==> src/include/mini_mips_cfg.svh <==
`ifndef MINI_MIPS_CFG_SVH
`define MINI_MIPS_CFG_SVH

// data path and instruction width
`define MINI_MIPS_XLEN 32

// architectural registers, r0 included
`define MINI_MIPS_REG_COUNT 32

// entries between decode and execute
`define MINI_MIPS_QUEUE_DEPTH 4

`endif

==> src/hw/isa_pkg.sv <==
package isa_pkg;

    // instruction field widths
    localparam int OPCODE_W  = 6;
    localparam int FUNCT_W   = 6;
    localparam int REG_IDX_W = 5;
    localparam int SHAMT_W   = 5;
    localparam int IMM_W     = 16;

    typedef logic [REG_IDX_W-1:0] reg_idx_t;

    // supported primary opcodes
    typedef enum logic [OPCODE_W-1:0] {
        OP_RTYPE = 6'h00,
        OP_ADDI  = 6'h08,
        OP_ANDI  = 6'h0c,
        OP_ORI   = 6'h0d,
        OP_XORI  = 6'h0e,
        OP_LUI   = 6'h0f
    } opcode_e;

    // function codes under OP_RTYPE
    typedef enum logic [FUNCT_W-1:0] {
        FN_SLL = 6'h00,
        FN_SRL = 6'h02,
        FN_ADD = 6'h20,
        FN_SUB = 6'h22,
        FN_AND = 6'h24,
        FN_OR  = 6'h25,
        FN_XOR = 6'h26,
        FN_SLT = 6'h2a
    } funct_e;

endpackage

==> src/hw/uop_pkg.sv <==
`include "mini_mips_cfg.svh"

package uop_pkg;

    typedef enum logic [3:0] {
        ALU_ADD,
        ALU_SUB,
        ALU_AND,
        ALU_OR,
        ALU_XOR,
        ALU_SLT,
        ALU_SLL,
        ALU_SRL,
        ALU_LUI,
        ALU_ZERO
    } alu_op_e;

    // one decoded instruction as seen by execute
    typedef struct packed {
        alu_op_e                      alu_op;
        isa_pkg::reg_idx_t            rs;
        isa_pkg::reg_idx_t            rt;
        isa_pkg::reg_idx_t            dest;
        logic                         imm_sel;
        logic [`MINI_MIPS_XLEN-1:0]   imm;
        logic [isa_pkg::SHAMT_W-1:0]  shamt;
    } uop_t;

endpackage

==> src/hw/uop_wb_if.sv <==
`timescale 1ns/1ns

// wishbone classic link, one micro-op per transfer
interface uop_wb_if;

    logic          cyc;
    logic          stb;
    uop_pkg::uop_t dat;
    logic          ack;

    modport master (
        output cyc,
        output stb,
        output dat,
        input  ack
    );

    modport slave (
        input  cyc,
        input  stb,
        input  dat,
        output ack
    );

endinterface

==> src/hw/exec_unit.sv <==
`timescale 1ns/1ns
`include "mini_mips_cfg.svh"

module exec_unit (
    input  logic                       clk_cpu,
    input  logic                       rst_n,
    input  logic                       res_ack,
    uop_wb_if.slave                    exec_q,
    output logic                       res_cyc,
    output logic                       res_stb,
    output isa_pkg::reg_idx_t          res_dest,
    output logic [`MINI_MIPS_XLEN-1:0] res_data
);

    localparam int XLEN      = `MINI_MIPS_XLEN;
    localparam int REG_COUNT = `MINI_MIPS_REG_COUNT;

    logic [XLEN-1:0] regs [REG_COUNT];
    uop_pkg::uop_t   op_q;
    logic            op_valid;
    logic            take;
    logic [XLEN-1:0] rs_val;
    logic [XLEN-1:0] rt_val;
    logic [XLEN-1:0] op_b;
    logic [XLEN-1:0] alu_result;

    // no new micro-op while one is computing or a result waits
    assign take = exec_q.cyc && exec_q.stb && !exec_q.ack && !op_valid && !res_stb;

    assign rs_val = (op_q.rs == '0) ? '0 : regs[op_q.rs];
    assign rt_val = (op_q.rt == '0) ? '0 : regs[op_q.rt];
    assign op_b   = op_q.imm_sel ? op_q.imm : rt_val;

    always_comb begin
        case (op_q.alu_op)
            uop_pkg::ALU_ADD: alu_result = rs_val + op_b;
            uop_pkg::ALU_SUB: alu_result = rs_val - op_b;
            uop_pkg::ALU_AND: alu_result = rs_val & op_b;
            uop_pkg::ALU_OR:  alu_result = rs_val | op_b;
            uop_pkg::ALU_XOR: alu_result = rs_val ^ op_b;
            uop_pkg::ALU_SLT: alu_result = {{(XLEN - 1){1'b0}}, $signed(rs_val) < $signed(op_b)};
            // shifts take rt as the source
            uop_pkg::ALU_SLL: alu_result = rt_val << op_q.shamt;
            uop_pkg::ALU_SRL: alu_result = rt_val >> op_q.shamt;
            uop_pkg::ALU_LUI: alu_result = op_b << isa_pkg::IMM_W;
            default:          alu_result = '0;
        endcase
    end

    always_ff @(posedge clk_cpu or negedge rst_n) begin
        if (!rst_n) begin
            exec_q.ack <= 1'b0;
            op_valid   <= 1'b0;
            res_cyc    <= 1'b0;
            res_stb    <= 1'b0;
            for (int i = 0; i < REG_COUNT; i++) begin
                regs[i] <= '0;
            end
        end else begin
            exec_q.ack <= take;
            if (take) begin
                op_valid <= 1'b1;
            end
            if (op_valid) begin
                op_valid <= 1'b0;
                res_cyc  <= 1'b1;
                res_stb  <= 1'b1;
                // r0 keeps its zero
                if (op_q.dest != '0) begin
                    regs[op_q.dest] <= alu_result;
                end
            end else if (res_stb && res_ack) begin
                res_cyc <= 1'b0;
                res_stb <= 1'b0;
            end
        end
    end

    always_ff @(posedge clk_cpu) begin
        if (take) begin
            op_q <= exec_q.dat;
        end
        if (op_valid) begin
            res_dest <= op_q.dest;
            res_data <= alu_result;
        end
    end

    result_held: assert property (@(posedge clk_cpu) disable iff (!rst_n)
        res_stb && !res_ack |=> res_stb && $stable(res_dest) && $stable(res_data));

endmodule

==> src/hw/instr_decoder.sv <==
`timescale 1ns/1ns
`include "mini_mips_cfg.svh"

module instr_decoder (
    input  logic                       clk_cpu,
    input  logic                       rst_n,
    input  logic                       in_cyc,
    input  logic                       in_stb,
    input  logic [`MINI_MIPS_XLEN-1:0] in_dat,
    output logic                       in_ack,
    uop_wb_if.master                   decode_q
);

    localparam int XLEN     = `MINI_MIPS_XLEN;
    localparam int RS_LSB   = XLEN - isa_pkg::OPCODE_W - isa_pkg::REG_IDX_W;
    localparam int RT_LSB   = RS_LSB - isa_pkg::REG_IDX_W;
    localparam int RD_LSB   = RT_LSB - isa_pkg::REG_IDX_W;
    localparam int SHAMT_LSB = isa_pkg::FUNCT_W;

    logic [XLEN-1:0]             instr_q;
    logic                        pending;
    logic                        accept;
    isa_pkg::opcode_e            opcode;
    isa_pkg::funct_e             funct;
    logic [isa_pkg::IMM_W-1:0]   imm_field;
    logic [XLEN-1:0]             imm_sext;
    logic [XLEN-1:0]             imm_zext;
    uop_pkg::uop_t               uop_next;

    // slot is busy from in_ack until decode_q ack
    assign accept = in_cyc && in_stb && !in_ack && !pending && !decode_q.stb;

    assign opcode    = isa_pkg::opcode_e'(instr_q[XLEN-1 -: isa_pkg::OPCODE_W]);
    assign funct     = isa_pkg::funct_e'(instr_q[isa_pkg::FUNCT_W-1:0]);
    assign imm_field = instr_q[isa_pkg::IMM_W-1:0];
    assign imm_sext  = {{(XLEN - isa_pkg::IMM_W){imm_field[isa_pkg::IMM_W-1]}}, imm_field};
    assign imm_zext  = {{(XLEN - isa_pkg::IMM_W){1'b0}}, imm_field};

    always_comb begin
        uop_next.alu_op  = uop_pkg::ALU_ZERO;
        uop_next.rs      = instr_q[RS_LSB +: isa_pkg::REG_IDX_W];
        uop_next.rt      = instr_q[RT_LSB +: isa_pkg::REG_IDX_W];
        uop_next.dest    = '0;
        uop_next.imm_sel = 1'b0;
        uop_next.imm     = imm_zext;
        uop_next.shamt   = instr_q[SHAMT_LSB +: isa_pkg::SHAMT_W];
        case (opcode)
            isa_pkg::OP_RTYPE: begin
                uop_next.dest = instr_q[RD_LSB +: isa_pkg::REG_IDX_W];
                case (funct)
                    isa_pkg::FN_ADD: uop_next.alu_op = uop_pkg::ALU_ADD;
                    isa_pkg::FN_SUB: uop_next.alu_op = uop_pkg::ALU_SUB;
                    isa_pkg::FN_AND: uop_next.alu_op = uop_pkg::ALU_AND;
                    isa_pkg::FN_OR:  uop_next.alu_op = uop_pkg::ALU_OR;
                    isa_pkg::FN_XOR: uop_next.alu_op = uop_pkg::ALU_XOR;
                    isa_pkg::FN_SLT: uop_next.alu_op = uop_pkg::ALU_SLT;
                    isa_pkg::FN_SLL: uop_next.alu_op = uop_pkg::ALU_SLL;
                    isa_pkg::FN_SRL: uop_next.alu_op = uop_pkg::ALU_SRL;
                    // unknown funct becomes zero to r0
                    default:         uop_next.dest   = '0;
                endcase
            end
            isa_pkg::OP_ADDI: begin
                uop_next.alu_op  = uop_pkg::ALU_ADD;
                uop_next.imm_sel = 1'b1;
                uop_next.imm     = imm_sext;
                uop_next.dest    = uop_next.rt;
            end
            isa_pkg::OP_ANDI, isa_pkg::OP_ORI, isa_pkg::OP_XORI: begin
                uop_next.alu_op  = (opcode == isa_pkg::OP_ANDI) ? uop_pkg::ALU_AND :
                                   (opcode == isa_pkg::OP_ORI)  ? uop_pkg::ALU_OR :
                                                                  uop_pkg::ALU_XOR;
                uop_next.imm_sel = 1'b1;
                uop_next.dest    = uop_next.rt;
            end
            isa_pkg::OP_LUI: begin
                uop_next.alu_op  = uop_pkg::ALU_LUI;
                uop_next.imm_sel = 1'b1;
                uop_next.dest    = uop_next.rt;
            end
            default: uop_next.alu_op = uop_pkg::ALU_ZERO;
        endcase
    end

    always_ff @(posedge clk_cpu or negedge rst_n) begin
        if (!rst_n) begin
            in_ack       <= 1'b0;
            pending      <= 1'b0;
            decode_q.cyc <= 1'b0;
            decode_q.stb <= 1'b0;
        end else begin
            in_ack <= accept;
            if (accept) begin
                pending <= 1'b1;
            end else if (pending) begin
                pending      <= 1'b0;
                decode_q.cyc <= 1'b1;
                decode_q.stb <= 1'b1;
            end else if (decode_q.stb && decode_q.ack) begin
                decode_q.cyc <= 1'b0;
                decode_q.stb <= 1'b0;
            end
        end
    end

    always_ff @(posedge clk_cpu) begin
        if (accept) begin
            instr_q <= in_dat;
        end
        if (pending) begin
            decode_q.dat <= uop_next;
        end
    end

    // an offered micro-op is held until the queue takes it
    hold_until_ack: assert property (@(posedge clk_cpu) disable iff (!rst_n)
        decode_q.stb && !decode_q.ack |=> decode_q.stb && $stable(decode_q.dat));

endmodule

==> src/hw/mini_mips_top.sv <==
`timescale 1ns/1ns
`include "mini_mips_cfg.svh"

module mini_mips_top (
    input  logic                       clk_cpu,
    input  logic                       rst_n,
    input  logic                       in_cyc,
    input  logic                       in_stb,
    input  logic [`MINI_MIPS_XLEN-1:0] in_dat,
    output logic                       in_ack,
    output logic                       res_cyc,
    output logic                       res_stb,
    output isa_pkg::reg_idx_t          res_dest,
    output logic [`MINI_MIPS_XLEN-1:0] res_data,
    input  logic                       res_ack
);

    uop_wb_if decode_q ();
    uop_wb_if exec_q ();

    instr_decoder instr_decoder_inst (
        .clk_cpu  (clk_cpu),
        .rst_n    (rst_n),
        .in_cyc   (in_cyc),
        .in_stb   (in_stb),
        .in_dat   (in_dat),
        .in_ack   (in_ack),
        .decode_q (decode_q.master)
    );

    uop_queue uop_queue_inst (
        .clk_cpu  (clk_cpu),
        .rst_n    (rst_n),
        .decode_q (decode_q.slave),
        .exec_q   (exec_q.master)
    );

    exec_unit exec_unit_inst (
        .clk_cpu  (clk_cpu),
        .rst_n    (rst_n),
        .res_ack  (res_ack),
        .exec_q   (exec_q.slave),
        .res_cyc  (res_cyc),
        .res_stb  (res_stb),
        .res_dest (res_dest),
        .res_data (res_data)
    );

endmodule

==> src/hw/uop_queue.sv <==
`timescale 1ns/1ns
`include "mini_mips_cfg.svh"

module uop_queue (
    input  logic     clk_cpu,
    input  logic     rst_n,
    uop_wb_if.slave  decode_q,
    uop_wb_if.master exec_q
);

    localparam int DEPTH = `MINI_MIPS_QUEUE_DEPTH;
    localparam int PTR_W = (DEPTH > 1) ? $clog2(DEPTH) : 1;
    localparam int CNT_W = $clog2(DEPTH + 1);

    uop_pkg::uop_t    mem [DEPTH];
    logic [PTR_W-1:0] wr_ptr;
    logic [PTR_W-1:0] rd_ptr;
    logic [CNT_W-1:0] count;
    logic             full;
    logic             push;
    logic             pop;

    function automatic logic [PTR_W-1:0] next_ptr(input logic [PTR_W-1:0] ptr);
        next_ptr = (ptr == PTR_W'(DEPTH - 1)) ? '0 : ptr + 1'b1;
    endfunction

    assign full = (count == CNT_W'(DEPTH));
    assign push = decode_q.cyc && decode_q.stb && !decode_q.ack && !full;
    assign pop  = exec_q.stb && exec_q.ack;

    // head is offered whenever something is held
    assign exec_q.cyc = (count != '0);
    assign exec_q.stb = (count != '0);
    assign exec_q.dat = mem[rd_ptr];

    always_ff @(posedge clk_cpu or negedge rst_n) begin
        if (!rst_n) begin
            decode_q.ack <= 1'b0;
            wr_ptr       <= '0;
            rd_ptr       <= '0;
            count        <= '0;
        end else begin
            decode_q.ack <= push;
            if (push) begin
                wr_ptr <= next_ptr(wr_ptr);
            end
            if (pop) begin
                rd_ptr <= next_ptr(rd_ptr);
            end
            case ({push, pop})
                2'b10:   count <= count + 1'b1;
                2'b01:   count <= count - 1'b1;
                default: count <= count;
            endcase
        end
    end

    always_ff @(posedge clk_cpu) begin
        if (push) begin
            mem[wr_ptr] <= decode_q.dat;
        end
    end

    count_in_range: assert property (@(posedge clk_cpu) disable iff (!rst_n)
        count <= CNT_W'(DEPTH));

    // a full queue must not acknowledge the decoder
    no_ack_when_full: assert property (@(posedge clk_cpu) disable iff (!rst_n)
        full |=> !decode_q.ack);

endmodule

==> config.mk <==
export PLATFORM = sky130hd
export DESIGN_NAME = mini_mips_top
export DESIGN_NICKNAME = d
export VERILOG_FILES = /design/src/hw/isa_pkg.sv /design/src/hw/uop_pkg.sv /design/src/hw/uop_wb_if.sv /design/src/hw/exec_unit.sv /design/src/hw/instr_decoder.sv /design/src/hw/mini_mips_top.sv /design/src/hw/uop_queue.sv
export VERILOG_INCLUDE_DIRS = /design/src /design/src/include
export SDC_FILE = /design/constraint.sdc
export NUM_CORES = 2
export LEC_CHECK = 0
export BUFFER_PORTS_ARGS = -buffer_cell sky130_fd_sc_hd__buf_2
export CORE_UTILIZATION = 41
export CTS_CLUSTER_SIZE = 8
export DETAILED_ROUTE_END_ITERATION = 6
export GPL_ROUTABILITY_DRIVEN = 1
export PLACE_DENSITY = 0.63
export SYNTH_ARGS = -nofsm -noshare
export SYNTH_HDL_FRONTEND = slang
export SYNTH_HIERARCHICAL = 1
export SYNTH_SLANG_ARGS = --single-unit
==> constraint.sdc <==
create_clock -name clk_cpu -period 12.4 [get_ports clk_cpu]
set_input_delay 1.24 -clock clk_cpu [delete_from_list [all_inputs] [get_ports clk_cpu]]
set_output_delay 1.24 -clock clk_cpu [all_outputs]
set_load 0.05 [all_outputs]
==> metrics.txt <==
outcome=complete, no violations; Skew-Pair Late Insertion Delay=between 0.8 and 0.9 ns; Post-Synthesis Cells=6,720; CP endpoint=exec_unit_inst/regs[505]$_DFFE_PN0P_; Arr. time, crit path=approximately 9.0 ns; Hold Buf Count CTS=0; warnings from Yosys=6; vias in the first global route=a little under 60,000; row cnt=about 160; xor/xnor share of the synthesized area=less than 1%; Area Overhead vs Synth=10.13%; main combinational cell family by area after synthesis=multiplexers; Via Count=57,981; final wirelength=roughly 280 mm; Commonest cells post-synth=1,037 x dfrtp_1, 793 x nor2_1, 672 x a21oi_1, 614 x nand2_1, 537 x mux4_2; min Tclk post-route=8.337 ns; Final TNS setup=0 ns; M1 GR Usage=a little over 40%; PostCTS Resize Cnt=0; most frequent cell after synthesis=dfrtp_1; Post-synth EDFFs=slightly below 400; HP Class=reg -> reg; Pre-antenna DRT Iters=6; I/O Buffers=between 70 and 80; gpl congestion=around 1.0; post-CTS setup buffer count=0; CTS sink cnt=1,428; final max-slew violation count=0; Main synth FF type=dfrtp_1; Yosys top cell by area=dfrtp_1; Avg WL per Cell=between 30 and 40 um; WP data required=13.07 ns; Yosys top cell area share=about a third; Final period util=between 60 and 70%; Worst R2R End=exec_unit_inst/regs[505]$_DFFE_PN0P_; post-DP HPWL=about 180 mm; mux cell area share after synthesis=about a fifth; total congestion overflow=0; CTS max path bufs=3; initial antenna violation count=3; worst path cell trace=buf_4 > or3_1 > o22ai_1 > nor4_1 > nor2_1 > buf_4 > a22oi_1 > inv_1 > ha_1 > nor2b_1 > a2111oi_0 > a21oi_1 > o21ai_0 > buf_4 > a2111oi_0 > and3b_1 > o21ai_0 > o21ai_0 > and4_1 > o21ai_0; GRT busiest layer=met2; Core ar.=0.1858 mm2; Max-Slew Margin vs Limit=around 14%; first-pass GRT wire length=~400 mm; DRT iter0 DRCs=6,426; R2R setup slack=~4.1 ns; reg2reg start=exec_unit_inst/op_q[44]$_DFFE_PP_; crit-path max FO=32; maximum clock rate=around 120 MHz; Yosys reg bits=~1,400; Vias per Instance=between 6 and 7; # DRC=0; Die X=434.9 um; Critical Path Max Stage Delay=1.17 ns; Final Hold Fails=0; top post-synthesis cells by area=dfrtp_1 34%, mux4_2 16%, edfxtp_1 15%, a21oi_1 4.4%, nor2_1 3.9%; met3 usage=around 6.4%; CP dominant cell by count=o21ai_0; met2 Use GR=between 40% and 50%; CTS clk-pin slew, worst paths=0.05 ns; NumNets Final=around 6,700; GRT Total Usage=between 20% and 30%; crit path kind=reg -> reg; Distinct cells, synth=around 110; Synth Area in Adders=under 10%; asr flop ratio synth=72.62%; Slowest cell on crit path=and4_1; source of the critical timing path=exec_unit_inst/op_q[44]$_DFFE_PP_; post-route ant nets=0; share of cells above drive strength 1=between 10% and 20%; cts bufs inserted=about 200; RSZ-0062 raised after global routing=false; Worst Reg-to-Reg Cells=20; Mean Syn Cell Area=between 10 and 15 um2; Initial Util=41.34%; endpoint class of the critical path=flip-flop; Max Cap Violations=0; startpoint types=flip-flop; CTS tree=done; # IOs=just under 80; worst slew pin tran=approximately 1.3 ns; syn nets=6,866; Setup Viol. Count Final=0; die span in y=~430 um; DIE AREA=0.1891 mm2; largest net degree at the start of global routing=~160; synthesized cell area=about 0.077 mm2; Fill cells=17,021; # H-tree levels=4; Seq/Total Area, Yosys=between 40% and 50%; WHS Path Cells=0; clock skew=approximately 0.053 ns; clk root buf=clkbuf_16; compound-gate portion of the synthesized area=between 10% and 20%; Synth Area in Simple Gates=under 10%
-- sequential cells by signal (all words and copies together) (netlist names) --
| signal | count |
|---|---|
| exec_unit_inst/regs | 1024 |
| uop_queue_inst/mem | 228 |
| exec_unit_inst/op_q | 57 |
| instr_decoder_inst/decode_q.dat | 37 |
| exec_unit_inst/res_data | 32 |
| instr_decoder_inst/instr_q | 32 |
| exec_unit_inst/res_dest | 5 |
| uop_queue_inst/count | 3 |
| uop_queue_inst/rd_ptr | 2 |
| uop_queue_inst/wr_ptr | 2 |
| exec_unit_inst/exec_q.ack | 1 |
| exec_unit_inst/op_valid | 1 |
| exec_unit_inst/res_stb | 1 |
| instr_decoder_inst/decode_q.stb | 1 |
| instr_decoder_inst/in_ack | 1 |
| uop_queue_inst/decode_q.ack | 1 |
-- per-stage QoR --
step | cells | setup WS, ns | util [%] | hold slack [ns] | area, um2
after CTS | 9087 | 4.266 | 45.53 | 0.3943 | 84600
after global placement | 8823 | 4.295 | 42.61 | 0.3764 | 79180
final | 9090 | 4.063 | 45.53 | 0.3946 | 84610
after floorplan | 6720 | 5.046 | - | 0.4003 | 76830
after detailed placement | 8823 | 4.317 | 42.61 | 0.3828 | 79180
after global routing | 9088 | 3.650 | 45.53 | 0.4039 | 84600
-- routing by layer --
metal  part of all wire, %  vias up
li1                      -    24621
met1                    41    29781
met2                    45     2897
met3                   8.8      682
met4                   5.5        0
met5                     0        -
-- cell families (layout without fill, tap and decap cells) --
family	Yosys count	after routing
AND/OR/NAND/NOR	1756	1756
other	0	3
adder cells (fa/ha/maj)	109	109
AO/OA/AOI/OAI	1860	1860
buffers and inverters	809	696
multiplexers	744	744
flip-flops	1428	1428
XOR/XNOR	14	14
-- how the worst min path moves through the flow --
stage | start | end | slack [ns]
2_1_floorplan | instr_decoder_inst/instr_q[6]$_DFFE_PP_ | instr_decoder_inst/decode_q.dat[11]$_DFFE_PP_ | 0.40
3_3_place_gp | exec_unit_inst/regs[1015]$_DFFE_PN0P_ | exec_unit_inst/regs[1015]$_DFFE_PN0P_ | 0.38
3_5_place_dp | exec_unit_inst/regs[1020]$_DFFE_PN0P_ | exec_unit_inst/regs[1020]$_DFFE_PN0P_ | 0.38
4_1_cts | exec_unit_inst/regs[1014]$_DFFE_PN0P_ | exec_unit_inst/regs[1014]$_DFFE_PN0P_ | 0.39
5_1_grt | exec_unit_inst/regs[1011]$_DFFE_PN0P_ | exec_unit_inst/regs[1011]$_DFFE_PN0P_ | 0.40
6_report | exec_unit_inst/regs[1020]$_DFFE_PN0P_ | exec_unit_inst/regs[1020]$_DFFE_PN0P_ | 0.39
-- cells in the final DEF, fill, tap and decap left out, types with 16 or more instances in the layout --
master	n
nor2_4	19
nand2_1	600
nand2b_1	48
a221oi_1	26
a22oi_1	37
inv_1	152
a21oi_1	669
a31oi_1	51
o211ai_1	22
buf_2	75
edfxtp_1	391
nor2_1	771
o21ai_0	458
mux2i_1	158
and3_1	16
a22o_1	85
a211o_1	43
buf_4	188
o21ai_1	35
ha_1	106
clkbuf_16	199
dfrtp_1	1033
clkbuf_1	47
mux4_2	537
a21o_1	31
mux2_2	18
mux4_1	27
o221ai_1	80
a21oi_2	51
nand3_1	68
o22ai_1	59
nor4_1	22
nor3_1	63
and2_1	18
or3_1	16
a211oi_1	37
-- layout make-up --
class | instances | area [um2] | share of cell area, %
Tap cell | 2480 | 3103 | 3.668
Sequential cell | 1428 | 37700 | 44.56
Clock inverter | 15 | 226.5 | 0.2677
Inverter | 156 | 585.6 | 0.6921
Clock buffer | 249 | 5197 | 6.143
Timing Repair Buffer | 276 | 2042 | 2.413
Multi-Input combinational cell | 4483 | 35740 | 42.25
Antenna cell | 3 | 7.507 | 0.008873
-- worst max-delay path: cells and delay by family, from the launching register on --
family,cells,cell delay [ns]
buffers and inverters,4,1.10
adder cells (fa/ha/maj),1,0.55
flip-flops,1,0.88
AO/OA/AOI/OAI,9,2.53
AND/OR/NAND/NOR,6,3.01
Power is left out: the tool's default activity adds up to more than one toggle a clock period on the data nets, which glitch-free logic cannot reach.
